==> src/common/sample_pkg.sv <==
package sample_pkg;

    //////////////////////////////
    // Sample word geometry
    //////////////////////////////

    // Sensor channel tag
    localparam int CHANNEL_WIDTH = 4;

    // Raw sensor reading
    localparam int VALUE_WIDTH = 16;

    //////////////////////////////
    // Sample formats
    //////////////////////////////

    // Word kept in the history RAM, 20 bits
    typedef struct packed {
        logic [CHANNEL_WIDTH-1:0] channel;
        logic [VALUE_WIDTH-1:0]   value;
    } sample_t;

    // Incoming stream beat, 22 bits
    // Trigger only matters while the buffer is armed
    typedef struct packed {
        logic    valid;
        logic    trigger;
        sample_t sample;
    } sample_beat_t;

endpackage

==> src/common/capture_pkg.sv <==
package capture_pkg;

    //////////////////////////////
    // Buffer geometry
    //////////////////////////////

    localparam int BUFFER_DEPTH = 256;
    localparam int ADDRESS_WIDTH = $clog2(BUFFER_DEPTH);

    // Window split around the trigger sample
    localparam int PRETRIGGER_COUNT = 64;
    localparam int POSTTRIGGER_COUNT = BUFFER_DEPTH - PRETRIGGER_COUNT - 1;

    // RAM output register on, so one extra cycle on top of the registered read
    localparam int READ_PIPELINED = 1;
    localparam int READ_LATENCY = 1 + READ_PIPELINED;

    //////////////////////////////
    // Capture FSM states
    //////////////////////////////

    typedef enum logic [1:0] {
        FILLING,
        ARMED,
        TRIGGERED,
        FROZEN
    } capture_state_t;

    //////////////////////////////
    // Readout formats
    //////////////////////////////

    // Index is relative to the window start
    typedef struct packed {
        logic                     valid;
        logic [ADDRESS_WIDTH-1:0] index;
    } read_request_t;

    typedef struct packed {
        logic                     valid;
        logic [ADDRESS_WIDTH-1:0] index;
        sample_pkg::sample_t      sample;
    } read_response_t;

endpackage

==> src/capture/capture_readout.sv <==
module capture_readout (
    input  logic                                  clock,
    input  logic                                  reset_n,
    input  capture_pkg::read_request_t            read_request,
    input  logic                                  frozen,
    input  logic [capture_pkg::ADDRESS_WIDTH-1:0] window_start,
    input  sample_pkg::sample_t                   read_data,
    output logic [capture_pkg::ADDRESS_WIDTH-1:0] read_address,
    output capture_pkg::read_response_t           read_response
);

    import capture_pkg::*;

    logic                     request_accepted;
    logic                     valid_pipe [READ_LATENCY];
    logic [ADDRESS_WIDTH-1:0] index_pipe [READ_LATENCY];

    //////////////////////////////
    // Address mapping
    //////////////////////////////

    // Window index to RAM address, wraps at the buffer depth
    assign read_address     = window_start + read_request.index;
    assign request_accepted = read_request.valid && frozen;

    //////////////////////////////
    // Latency alignment
    //////////////////////////////

    // Dropped requests enter as bubbles
    always_ff @(posedge clock or negedge reset_n) begin
        if (!reset_n) begin
            for (int stage = 0; stage < READ_LATENCY; stage++) begin
                valid_pipe[stage] <= 1'b0;
            end
        end else begin
            valid_pipe[0] <= request_accepted;
            for (int stage = 1; stage < READ_LATENCY; stage++) begin
                valid_pipe[stage] <= valid_pipe[stage - 1];
            end
        end
    end

    // Index rides alongside, meaningful only with its valid bit
    always_ff @(posedge clock) begin
        index_pipe[0] <= read_request.index;
        for (int stage = 1; stage < READ_LATENCY; stage++) begin
            index_pipe[stage] <= index_pipe[stage - 1];
        end
    end

    // Last stage lines up with the RAM output
    assign read_response.valid  = valid_pipe[READ_LATENCY - 1];
    assign read_response.index  = index_pipe[READ_LATENCY - 1];
    assign read_response.sample = read_data;

    //////////////////////////////
    // Checks
    //////////////////////////////

    // Every response traces back to an accepted request whose window stayed put
    response_follows_request: assert property (
        @(posedge clock) disable iff (!reset_n)
        read_response.valid |-> $past(request_accepted, READ_LATENCY)
            && window_start + read_response.index == $past(read_address, READ_LATENCY)
    );

endmodule

==> config.mk <==
export PLATFORM = sky130hd
export DESIGN_NAME = capture_readout
export DESIGN_NICKNAME = d
export VERILOG_FILES = /design/src/common/sample_pkg.sv /design/src/common/capture_pkg.sv /design/src/capture/capture_readout.sv
export SDC_FILE = /design/constraint.sdc
export NUM_CORES = 1
export LEC_CHECK = 0
export ABC_CLOCK_PERIOD_IN_PS = 2800
export BUFFER_PORTS_ARGS = -buffer_cell sky130_fd_sc_hd__buf_2
export CELL_PAD_IN_SITES_DETAIL_PLACEMENT = 1
export CELL_PAD_IN_SITES_GLOBAL_PLACEMENT = 1
export CORE_MARGIN = 2
export CORE_UTILIZATION = 28
export DETAILED_ROUTE_END_ITERATION = 6
export PLACE_DENSITY_LB_ADDON = 0.1
export SYNTH_ARGS = -nofsm -noshare
export SYNTH_HDL_FRONTEND = slang
export SYNTH_SLANG_ARGS = --single-unit
==> constraint.sdc <==
create_clock -name clock -period 2.8 [get_ports clock]
set_input_delay 0.56 -clock clock [delete_from_list [all_inputs] [get_ports clock]]
set_output_delay 0.56 -clock clock [all_outputs]
set_load 0.01 [all_outputs]
=== Yosys cells after proc, flatten, opt, wreduce, memory -nomap -nowiden ===
Memories as Yosys holds them, arrays and structs flattened.
Index checks and enable logic that the tools add are counted.

* Register bits after elaboration: 2
* RAM bits: 16
* Bits of input ports: 40
* Memories: 1

* Add/subtract/negate cells: 1
* Reduce and logical (&&, ||, !) cells: 1

{| class="wikitable"
|+ Memory list
! memory !! depth !! width !! rd ports !! clocked after memory_dff !! write ports !! RTL line !! source
|-
| index_pipe || 2 || 8 || 2 || 0 || 2 || capture_readout.sv:16 || <nowiki>logic [ADDRESS_WIDTH-1:0] index_pipe [READ_LATENCY];</nowiki>
|}

{| class="wikitable"
|+ Operators with widths
! kind !! count
|-
| 8-bit adder || 1
|-
| 1-bit logical AND || 1
|}

=== Depth between registers and ports, before layout ===
* Word-level depth: 1
* Gate-level depth with buffers: 6
* Depth with buffers taken out: 6

=== Worst setup path after synthesis ===
OpenSTA, ideal clock, no wires.

* Kind: in2out
* From: input port read_request[0] (netlist name)
* To: output port read_address[6] (netlist name)
* Arrival: 1763 ps
* Required time: 2240 ps
* Path slack: 477 ps
* Stages: 6
* Buffers on the path: 0
* Path through: ha_1 inv_1 fa_1 nor2b_4 o31a_1 o311ai_1

* Longest elaborated chain between the ends: 1

{| class="wikitable"
|+ RTL lines
! item !! RTL line !! source
|-
| start: declaration || capture_readout.sv:4 || <nowiki>input capture_pkg::read_request_t read_request,</nowiki>
|-
| 8-bit adder || capture_readout.sv:23 || <nowiki>assign read_address = window_start + read_request.index;</nowiki>
|-
| end: declaration || capture_readout.sv:8 || <nowiki>output logic [capture_pkg::ADDRESS_WIDTH-1:0] read_address,</nowiki>
|}

Every way passes these cells.

=== Worst setup path in the final report ===
Ends and elaborated chain as after synthesis.

==> results.json <==
{
  "status": "complete, no violations",
  "synth_area_sq_um": 926,
  "end_kind": "primary output",
  "critPathMostFrequentCell": "buf_2",
  "vdd_drop_max_v": 0.000164,
  "slew_headroom": 0.737,
  "multiInputGateArea_sq_um": 319,
  "first_iter_violations": 7,
  "die_w_um": 61.5,
  "period_share": 0.891,
  "wl_per_cell_um": 12.0,
  "crit_buf_inv": 3,
  "cp_max_fo": 3,
  "gr-total-overflow": 0,
  "powerDensity_nw_per_um2": 562,
  "synth_edf_count": 0,
  "viasPerCell": 4.17,
  "synth-warning-count": 0,
  "cts_buffer_depth": 2,
  "finClkSkew_ns": 0.000729,
  "io_buffers": 36,
  "slew_violations": 0,
  "layout-drive-gt1-share": 0.406,
  "post_cts_buffers": 0,
  "seq_area_sq_um": 370,
  "stdcell_count": 145,
  "dp_hpwl_um": 1450,
  "cts_resized": 0,
  "postLayoutCoreUtil": 0.316,
  "worst_hold_path_type": "primary input to asynchronous set/reset pin",
  "cpPeakStageDelay_ns": 0.26,
  "nFillCells": 385,
  "finalSetupTns_ns": 0,
  "syn_to_final_growth_pct": 5.81,
  "crit_family": "compound AO/OA/AOI/OAI gates",
  "worst_pin_slew_ns": 0.392,
  "hold_viol_final": 0,
  "dieArea_sq_um": 3780,
  "ys_async_sr_fraction": 0.111,
  "syn_avg_cell_area_sq_um": 10.3,
  "arrival_ns": 1.93,
  "synth_common_cells": "buf_4, dfxtp_1, ha_1, a21oi_1, inv_1",
  "cts_buffers": 3,
  "clock-root-buffer": "clkbuf_4",
  "dpl.cell_count": 141,
  "dr.pass1.iters": 2,
  "core_sq_um": 3100,
  "grt_pass1_wl_um": 2600,
  "leakage_uw": 0.000475,
  "grt_max_degree": 11,
  "num_rows": 20,
  "antenna_found_initial": 0,
  "diodes": 0,
  "clkSlewWorstSetupHoldPaths_ns": 0.09,
  "finalCriticalPeriod_ns": 2.49,
  "postRouteAntennaNets": 0,
  "ys_types": 27,
  "synth_nets": 138,
  "yosys.area.top_type": "dfxtp_1",
  "gp_congestion": 0.656,
  "vias": 604,
  "finalSetupViolations": 0,
  "drc": 0,
  "synthCells": 90,
  "synth.most_common_cell": "buf_4",
  "wirelength_um": 1740,
  "maxCapViolations": 0,
  "die_h_um": 61.5,
  "rrSetupSlack_ns": 2.32,
  "cp-start-kind": "primary input",
  "critical_path_class": "primary input to primary output",
  "cts_sinks": 18,
  "fmax_mhz": 401,
  "synth_area_leaders": "dfxtp_1, buf_4, ha_1",
  "start_util": 0.298,
  "grt_pass1_vias": 621,
  "ys_seq_elements": 18,
  "netlist.area_leader.share": 0.346,
  "htreeDepth": 1,
  "ios": 77,
  "clock_latency_ns": 0.28,
  "cts_tree": "yes",
  "cp_cell_sequence": "buf_2 > ha_1 > inv_1 > fa_1 > nor2b_4 > o31a_1 > o311ai_1 > buf_2",
  "ys_seq_area_frac": 0.400,
  "synthFlopType": "dfxtp_1",
  "cts_hold_repair.buffers": 0,
  "grt_use_total": 0.0958,
  "cp.required_ns": 2.24,
  "grt_setup_unrepaired": "false",
  "crit_path_top_delay_cell": "o311ai_1",
  "nets": 150
}
## flip-flops by register name (all words and copies together) (netlist names)
name / cells
valid_pipe: 1
index_pipe: 16
read_response: 1
## worst paths after layout
kind                                          start                           to  depth (start not counted)
min reg2reg                index_pipe[0][0]$_DFF_P_     index_pipe[0][8]$_DFF_P_                          0
max in group asynchronous                   reset_n  read_response[28]$_DFF_PN0_                          1
min                                         reset_n      valid_pipe[1]$_DFF_PN0_                          1
max reg2reg                 valid_pipe[1]$_DFF_PN0_  read_response[28]$_DFF_PN0_                          0
min in group clock         index_pipe[0][0]$_DFF_P_     index_pipe[0][8]$_DFF_P_                          0
max                                 read_request[0]              read_address[6]                          8
## kinds of logic after synthesis
logic type	synth area share
buffers and inverters	0.255
DFF	0.400
xor gates and xnor gates	0.0378
adders and majority gates	0.116
and+or+nand+nor	0.0568
AOI/OAI and AO/OA	0.134
## metal layers
layer	routed length, um	part of all wire	global-route usage
met4	84	0.048	0.0942
met5	0	0	0
met1	674	0.39	0.100
met2	812	0.47	0.147
met3	166	0.096	0.0315
## cell usage in the layout (no fill, tap or decap), drive strengths merged
cell type	Yosys	final
fa	1	1
o31a	1	1
o21a	1	1
nor2	1	1
a221oi	1	1
nand2	1	1
nor2b	2	2
nor3b	1	1
a21o	1	1
o2bb2ai	1	1
ha	7	7
dfxtp	16	16
o21ai	2	2
nand2b	1	1
xor2	2	2
a211oi	1	1
nor3	1	1
clkbuf	0	4
dfrtp	2	2
buf	29	36
o211ai	3	3
xnor2	2	2
and2	1	1
inv	5	5
o311ai	2	2
a21oi	5	5
## power by group
group	internal, uW	total, uW	switching [uW]
sequential	270	273	2.70
clock	79.1	153	73.4
combinational	59.5	126	66.3
## area by class of cell
type	count	share of cell area
multi-input combinational	38	0.326
timing repair buffer	36	0.184
clock buffer	4	0.0370
tap	44	0.0562
sequential	18	0.378
inverter	5	0.0192
## stage by stage
| step | power [uW] | cell area [sq um] | setup WS, ns | hold WS, ns |
|---|---|---|---|---|
| 2_1_floorplan | 392 | 926 | 0.477 | 0.264 |
| 3_3_place_gp | 406 | 943 | 0.311 | 0.310 |
| 3_5_place_dp | 406 | 943 | 0.299 | 0.313 |
| 4_1_cts | 561 | 980 | 0.286 | 0.0293 |
| 5_1_grt | 588 | 980 | 0.158 | 0.0131 |
| 6_report | 551 | 980 | 0.306 | 0.0370 |
Power figures use the tool's default switching activity.
