===== config.mk =====
export PLATFORM = sky130hd
export DESIGN_NAME = capture_write_control
export DESIGN_NICKNAME = d
export VERILOG_FILES = /design/src/common/sample_pkg.sv /design/src/common/capture_pkg.sv /design/src/capture/capture_write_control.sv
export SDC_FILE = /design/constraint.sdc
export NUM_CORES = 1
export LEC_CHECK = 0
export BUFFER_PORTS_ARGS = -buffer_cell sky130_fd_sc_hd__buf_4
export CAP_MARGIN = 0
export CORE_MARGIN = 10
export CORE_UTILIZATION = 35
export DETAILED_ROUTE_END_ITERATION = 7
export PLACE_DENSITY_LB_ADDON = 0.08
export SETUP_SLACK_MARGIN = 0.05
export SLEW_MARGIN = 5
export SYNTH_ARGS = -nofsm -noshare
export SYNTH_HDL_FRONTEND = slang
export SYNTH_SLANG_ARGS = --single-unit

===== constraint.sdc =====
create_clock -name clock -period 5 [get_ports clock]
set_input_delay 0.25 -clock clock [delete_from_list [all_inputs] [get_ports clock]]
set_output_delay 0.25 -clock clock [all_outputs]
set_load 0.05 [all_outputs]

===== src/common/sample_pkg.sv =====
package sample_pkg;

    //////////////////////////////
    // Sample word geometry
    //////////////////////////////

    // Sensor channel tag
    localparam int CHANNEL_WIDTH = 4;

    // Raw sensor reading
    localparam int VALUE_WIDTH = 16;

    //////////////////////////////
    // Sample formats
    //////////////////////////////

    // Word kept in the history RAM, 20 bits
    typedef struct packed {
        logic [CHANNEL_WIDTH-1:0] channel;
        logic [VALUE_WIDTH-1:0]   value;
    } sample_t;

    // Incoming stream beat, 22 bits
    // Trigger only matters while the buffer is armed
    typedef struct packed {
        logic    valid;
        logic    trigger;
        sample_t sample;
    } sample_beat_t;

endpackage


===== src/common/capture_pkg.sv =====
package capture_pkg;

    //////////////////////////////
    // Buffer geometry
    //////////////////////////////

    localparam int BUFFER_DEPTH = 256;
    localparam int ADDRESS_WIDTH = $clog2(BUFFER_DEPTH);

    // Window split around the trigger sample
    localparam int PRETRIGGER_COUNT = 64;
    localparam int POSTTRIGGER_COUNT = BUFFER_DEPTH - PRETRIGGER_COUNT - 1;

    // RAM output register on, so one extra cycle on top of the registered read
    localparam int READ_PIPELINED = 1;
    localparam int READ_LATENCY = 1 + READ_PIPELINED;

    //////////////////////////////
    // Capture FSM states
    //////////////////////////////

    typedef enum logic [1:0] {
        FILLING,
        ARMED,
        TRIGGERED,
        FROZEN
    } capture_state_t;

    //////////////////////////////
    // Readout formats
    //////////////////////////////

    // Index is relative to the window start
    typedef struct packed {
        logic                     valid;
        logic [ADDRESS_WIDTH-1:0] index;
    } read_request_t;

    typedef struct packed {
        logic                     valid;
        logic [ADDRESS_WIDTH-1:0] index;
        sample_pkg::sample_t      sample;
    } read_response_t;

endpackage


===== src/capture/capture_write_control.sv =====
module capture_write_control (
    input  logic                                  clock,
    input  logic                                  reset_n,
    input  sample_pkg::sample_beat_t              sample_in,
    input  logic                                  rearm,
    output capture_pkg::capture_state_t           capture_state,
    output logic                                  write_enable,
    output logic [capture_pkg::ADDRESS_WIDTH-1:0] write_address,
    output sample_pkg::sample_t                   write_data,
    output logic                                  frozen,
    output logic [capture_pkg::ADDRESS_WIDTH-1:0] window_start
);

    import capture_pkg::*;

    capture_state_t           state;
    capture_state_t           next_state;
    logic [ADDRESS_WIDTH-1:0] write_pointer;
    logic [ADDRESS_WIDTH-1:0] fill_count;
    logic [ADDRESS_WIDTH-1:0] post_count;
    logic                     fill_done;
    logic                     trigger_seen;
    logic                     post_done;

    //////////////////////////////
    // Write port
    //////////////////////////////

    // Input stream goes straight to the RAM unless the window is held
    assign write_enable  = sample_in.valid && (state != FROZEN);
    assign write_address = write_pointer;
    assign write_data    = sample_in.sample;

    assign frozen        = (state == FROZEN);
    assign capture_state = state;

    // Events qualified by an actual write
    assign fill_done    = write_enable && (fill_count == ADDRESS_WIDTH'(PRETRIGGER_COUNT - 1));
    assign trigger_seen = write_enable && sample_in.trigger;
    assign post_done    = write_enable && (post_count == ADDRESS_WIDTH'(POSTTRIGGER_COUNT - 1));

    //////////////////////////////
    // Capture FSM
    //////////////////////////////

    always_comb begin
        next_state = state;
        unique case (state)
            FILLING: begin
                // Trigger flags ignored until the pre-trigger part is full
                if (fill_done) begin
                    next_state = ARMED;
                end
            end
            ARMED: begin
                if (trigger_seen) begin
                    next_state = TRIGGERED;
                end
            end
            TRIGGERED: begin
                if (post_done) begin
                    next_state = FROZEN;
                end
            end
            FROZEN: begin
                if (rearm) begin
                    next_state = FILLING;
                end
            end
            default: next_state = FILLING;
        endcase
    end

    always_ff @(posedge clock or negedge reset_n) begin
        if (!reset_n) begin
            state <= FILLING;
        end else begin
            state <= next_state;
        end
    end

    //////////////////////////////
    // Pointer and counters
    //////////////////////////////

    // Pointer wraps freely across captures
    always_ff @(posedge clock or negedge reset_n) begin
        if (!reset_n) begin
            write_pointer <= '0;
            fill_count    <= '0;
            post_count    <= '0;
            window_start  <= '0;
        end else begin
            if (write_enable) begin
                write_pointer <= write_pointer + 1'b1;
            end
            if (state == FILLING && write_enable) begin
                fill_count <= fill_count + 1'b1;
            end else if (state == FROZEN && rearm) begin
                fill_count <= '0;
            end
            if (state == ARMED && trigger_seen) begin
                post_count   <= '0;
                // Index 0 sits PRETRIGGER_COUNT entries behind the trigger, modulo depth
                window_start <= write_pointer - ADDRESS_WIDTH'(PRETRIGGER_COUNT);
            end else if (state == TRIGGERED && write_enable) begin
                post_count <= post_count + 1'b1;
            end
        end
    end

    //////////////////////////////
    // Checks
    //////////////////////////////

    // A full window ends where it starts, so any write while held moves the pointer off
    frozen_blocks_writes: assert property (
        @(posedge clock) disable iff (!reset_n) frozen |-> write_pointer == window_start
    );

    // Leaving FROZEN always lands in FILLING with a fresh fill count
    frozen_exits_to_filling: assert property (
        @(posedge clock) disable iff (!reset_n)
        state == FROZEN |=> state == FROZEN || (state == FILLING && fill_count == '0)
    );

endmodule


## Word level (Yosys, flattened, before mapping)

Index checks and enable logic that the tools add are counted.

| operators by class | value |
|---|---|
| add/subtract/negate cells | 4 |
| equal/unequal tests | 10 |
| muxes and demuxes | 9 |
| reduce and logical (&&, ||, !) cells | 12 |

Operators with widths:

| cell | number |
|---|---|
| 2-to-1 mux 8 bit | 4 |
| adder 8 x 1 -> 8 bit, second input constant | 3 |
| inequality test 2 bit, second input constant | 5 |
| equality test 8 x 6 -> 1 bit, second input constant | 1 |
| equality test 8 bit, second input constant | 1 |
| logical AND 1 bit | 8 |
| 2-to-1 mux 2 bit | 4 |
| case mux 2 bit (4 select lines) | 1 |
| subtractor 8 x 7 -> 8 bit, second input constant | 1 |
| equality test 2 bit, second input constant | 2 |
| AND reduction 4 bit | 1 |
| nonzero test 2 bit | 2 |
| equality test 2 x 1 -> 1 bit, second input constant | 1 |
| logical NOT 2 bit | 1 |

| word-level totals | value |
|---|---|
| bits in registers | 34 |
| bits of input ports | 25 |
| output and inout port bits | 40 |
| word-level logic and storage cells | 40 |

## Logic depth before layout (Yosys ltp)

| logic depth | value |
|---|---|
| word-level depth | 5 |
| mapped depth | 7 |
| gate-level depth less buffers | 6 |

## Worst setup path before layout

OpenSTA, ideal clock, no wires.

| timing path | value |
|---|---|
| path kind | reg2reg |
| from | reg state[0] (netlist: capture_state[0]) |
| to | reg write_pointer[5] (netlist: write_address[5]) |
| setup time | 142 ps |
| arrival | 2,425 ps |
| required time | 4,858 ps |
| slack | 2,434 ps |
| cell stages (with the launch flop) | 7 |
| path buffers | 1 |
| period minus slack after synthesis | 2,566 ps |
| cells stage by stage | dfrtp_1 -> ha_1 -> nor2b_1 -> clkbuf_1 -> and4_1 -> nand3_1 -> xnor2_1 |

| between the ends | value |
|---|---|
| word-level cells in the longest chain between the ends | 2 |

RTL lines:

| item | line | text |
|---|---|---|
| start, declared | capture_write_control.sv:16 | `capture_state_t state;` |
| start signal, assigned | capture_write_control.sv:78 | `state <= next_state;` |
| inequality test 2 bit | capture_write_control.sv:30 | `assign write_enable = sample_in.valid && (state != FROZEN);` |
| logical AND 1 bit | capture_write_control.sv:30 |  |
| named net write_enable | capture_write_control.sv:7 | `output logic write_enable,` |
| end signal, assigned | capture_write_control.sv:95 | `write_pointer <= write_pointer + 1'b1;` |
| end, declared | capture_write_control.sv:18 | `logic [ADDRESS_WIDTH-1:0] write_pointer;` |

The timed path passes the listed nets, and every way through them passes these cells.
A chain may end at the register's enable or synchronous reset.

## Worst setup path in the final report

| timing path | value |
|---|---|
| from | reg state[0] (netlist: capture_state[0]) |
| to | reg state[1] (netlist: capture_state[1]) |

| between the ends | value |
|---|---|
| word-level cells in the longest chain between the ends | 5 |
| elaborated cells on any way between the ends | 15 |
| those cells by class | 8 x eq/ne; 1 x mux; 6 x reduce/logical |

RTL lines:

| item | line |
|---|---|
| inequality test 2 bit | capture_write_control.sv:30 |
| logical AND 1 bit | capture_write_control.sv:30 |
| logical AND 1 bit, on equally long branches | capture_write_control.sv:40, capture_write_control.sv:38, capture_write_control.sv:39 |
| inequality test 2 bit (no source line) | - |
| AND reduction 4 bit (no source line) | - |

Parallel ways exist; a longest one is shown, timed or not.

==> impl_metrics.tcl <==
set metrics [dict create \
    status "finished clean" \
    vias 1280 \
    syn-cell-area_um2 1800 \
    synth_cells 185 \
    synth_ff_type "dfrtp_1" \
    leakage_nw 0.9785 \
    yosys_warnings 0 \
    first_pass_iters 4 \
    multi_input_area_um2 769.5 \
    drt_iter0_drc 26 \
    cp_max_fo 8 \
    cp-start-kind "register" \
    die_h_um 91.73 \
    die_x_um 91.73 \
    fp.dieArea_um2 8413 \
    slew_headroom_pct 63.52 \
    syn_avg_cell_area_um2 9.732 \
    grt_pass1_wl_mm 7.279 \
    max_cap_violations 0 \
    worst_clock_skew_ns 0.002661 \
    hold_class "input port to register" \
    final-seq-area_um2 850.8 \
    num_rows 26 \
    path_clk_slew_ns 0.07 \
    synth-edff-count 0 \
    cts_max_path_buffers 2 \
    nets 227 \
    ir_drop_v 0.0002309 \
    period_share_pct 44.19 \
    antenna_found_initial 0 \
    drtAntennaViolNets 0 \
    hp-start "rearm" \
    crit_path_start "capture_state[0]" \
    cts_tree "built" \
    drv_slew 0 \
    critPathKind "register to register" \
    cellPowerDensity_nw_per_um2 433.1 \
    reg2reg_from "capture_state[0]" \
    required_ns 5.17 \
    gr-total-overflow 0 \
    synth.distinct_cells 34 \
    cts_resized 0 \
    n_antenna_cell 0 \
    final_common_cell "nand2_1" \
    end_kind "register" \
    grt_pass1_vias 1336 \
    layout_common_cells "nand2_1 (38), dfrtp_1 (34), buf_4 (24)" \
    core_area_um2 5042 \
    fillers 515 \
    dp_hpwl_mm 3.165 \
    drc 0 \
    worst_slew_pin_slew_ns 0.5472 \
    io_pins 65 \
    root_buffer "clkbuf_8" \
    cts_setup_buffers 0 \
    gp_congestion 0.7936 \
    routedWlPerCell_um 16.10 \
    fin_util_pct 40.05 \
    holdBufCountCts 1 \
    htree_levels 2 \
    clkLatencyLatePin_ns 0.28 \
    ys_seq_area_share_pct 47.26 \
    grt_use_total_pct 10.66 \
    syn-num-nets 219 \
    port_buffers 24 \
    cts_num_sinks 34 \
    area_delta_synth_final_pct 12.16 \
    postRouteWirelength_mm 4.250 \
    viasPerCell 4.848 \
    synth_seq_cells 34 \
    synthArstFlopShare_pct 100.0 \
    grt_max_degree 35 \
    rsz0062_at_grt "false" \
    fin_tns_setup_ns 0 \
    cts_made_buffers 5 \
    max_freq_mhz 452.6 \
    drive_gt1_share_pct 18.04 \
    critPathArrivalTime_ns 2.38 \
    finalHoldViolCount 0 \
    initial_core_util_pct 35.71 \
    fin_crit_ns 2.209 \
    finalSetupViolations 0 \
]
==> path summary, 6_finish.rpt <==
path                       cells past startpoint               end  slack, ns
min reg2reg                                    1     fill_count[7]       0.48
max reg2reg                                    5  capture_state[1]       2.79
max in group asynchronous                      2   window_start[0]       4.24
min                                            4     fill_count[7]       0.38
max                                            5  capture_state[1]       2.79
min in group asynchronous                      2  capture_state[1]       0.44
==> per-layer routing <==
layer | routed length (um) | up-vias | GRT usage [%]
met5 | 0 | - | 0
li1 | - | 614 | -
met1 | 1878 | 600 | 13.01
met2 | 1841 | 58 | 15.28
met4 | 49 | 0 | 3.985
met3 | 480 | 8 | 6.031
==> power breakdown <==
group	internal [mW]	total [mW]	switching, mW	leakage (nW)
Sequential	0.320	0.375	0.0554	0.453
Clock	0.149	0.248	0.0993	0.0524
Combinational	0.0827	0.251	0.168	0.473
==> logic make-up (layout without fill, tap and decap cells) <==
group / Yosys count / after routing / synth area share [%]
compound gates: 20 / 20 / 6.740
xor+xnor: 12 / 12 / 5.837
fa+ha+maj: 9 / 9 / 6.254
buf+inv: 28 / 37 / 10.01
flops: 34 / 34 / 47.26
mux: 5 / 5 / 2.919
simple gates: 77 / 77 / 20.99
==> per-stage QoR <==
stage	power, mW	cell area [um^2]	hold slack (ns)	setup slack, ns	instances
final	0.8746	2019	0.3773	2.791	264
after global routing	0.9290	2019	0.3936	2.699	264
after CTS	0.8894	2019	0.3702	2.790	264
after detailed placement	0.6331	1903	0.2350	2.802	255
after global placement	0.6283	1903	0.2349	2.851	255
after floorplan	0.5853	1800	-0.04559	2.434	185
==> worst max-delay path, stage by stage (launching register included) <==
cell      delay (ns)
dfrtp_1         0.45
ha_1            0.30
nand2b_1        0.17
or4_4           0.51
a221oi_2        0.32
mux2_1          0.35
==> cells in the mapped netlist (2+ instances only) <==
master | instances | area, um^2
a21oi_1 | 5 | 25.02
and3_1 | 4 | 25.02
buf_4 | 20 | 150.1
clkbuf_1 | 4 | 15.01
dfrtp_1 | 34 | 850.8
ha_1 | 9 | 112.6
inv_1 | 4 | 15.01
mux2i_1 | 3 | 30.03
nand2_1 | 38 | 142.6
nand3_1 | 8 | 40.04
nand3b_1 | 3 | 22.52
nand4_1 | 3 | 18.77
nor2_1 | 6 | 22.52
nor3_1 | 2 | 10.01
o21ai_0 | 11 | 55.05
or3_1 | 3 | 18.77
xnor2_1 | 8 | 70.07
xor2_1 | 4 | 35.03
==> layout make-up <==
type | instances | share of cell area [%]
Clock buffer | 7 | 3.779
Clock inverter | 1 | 1.487
Inverter | 4 | 0.7435
Multi-Input combinational cell | 123 | 38.10
Sequential cell | 34 | 42.13
Tap cell | 70 | 4.337
Timing Repair Buffer | 25 | 9.418
==> sequential cells by signal, summed over array words and instances (netlist names) <==
signal / flops
window_start: 8
write_address: 8
fill_count: 8
post_count: 8
capture_state: 2
Power figures use the tool's default switching activity.
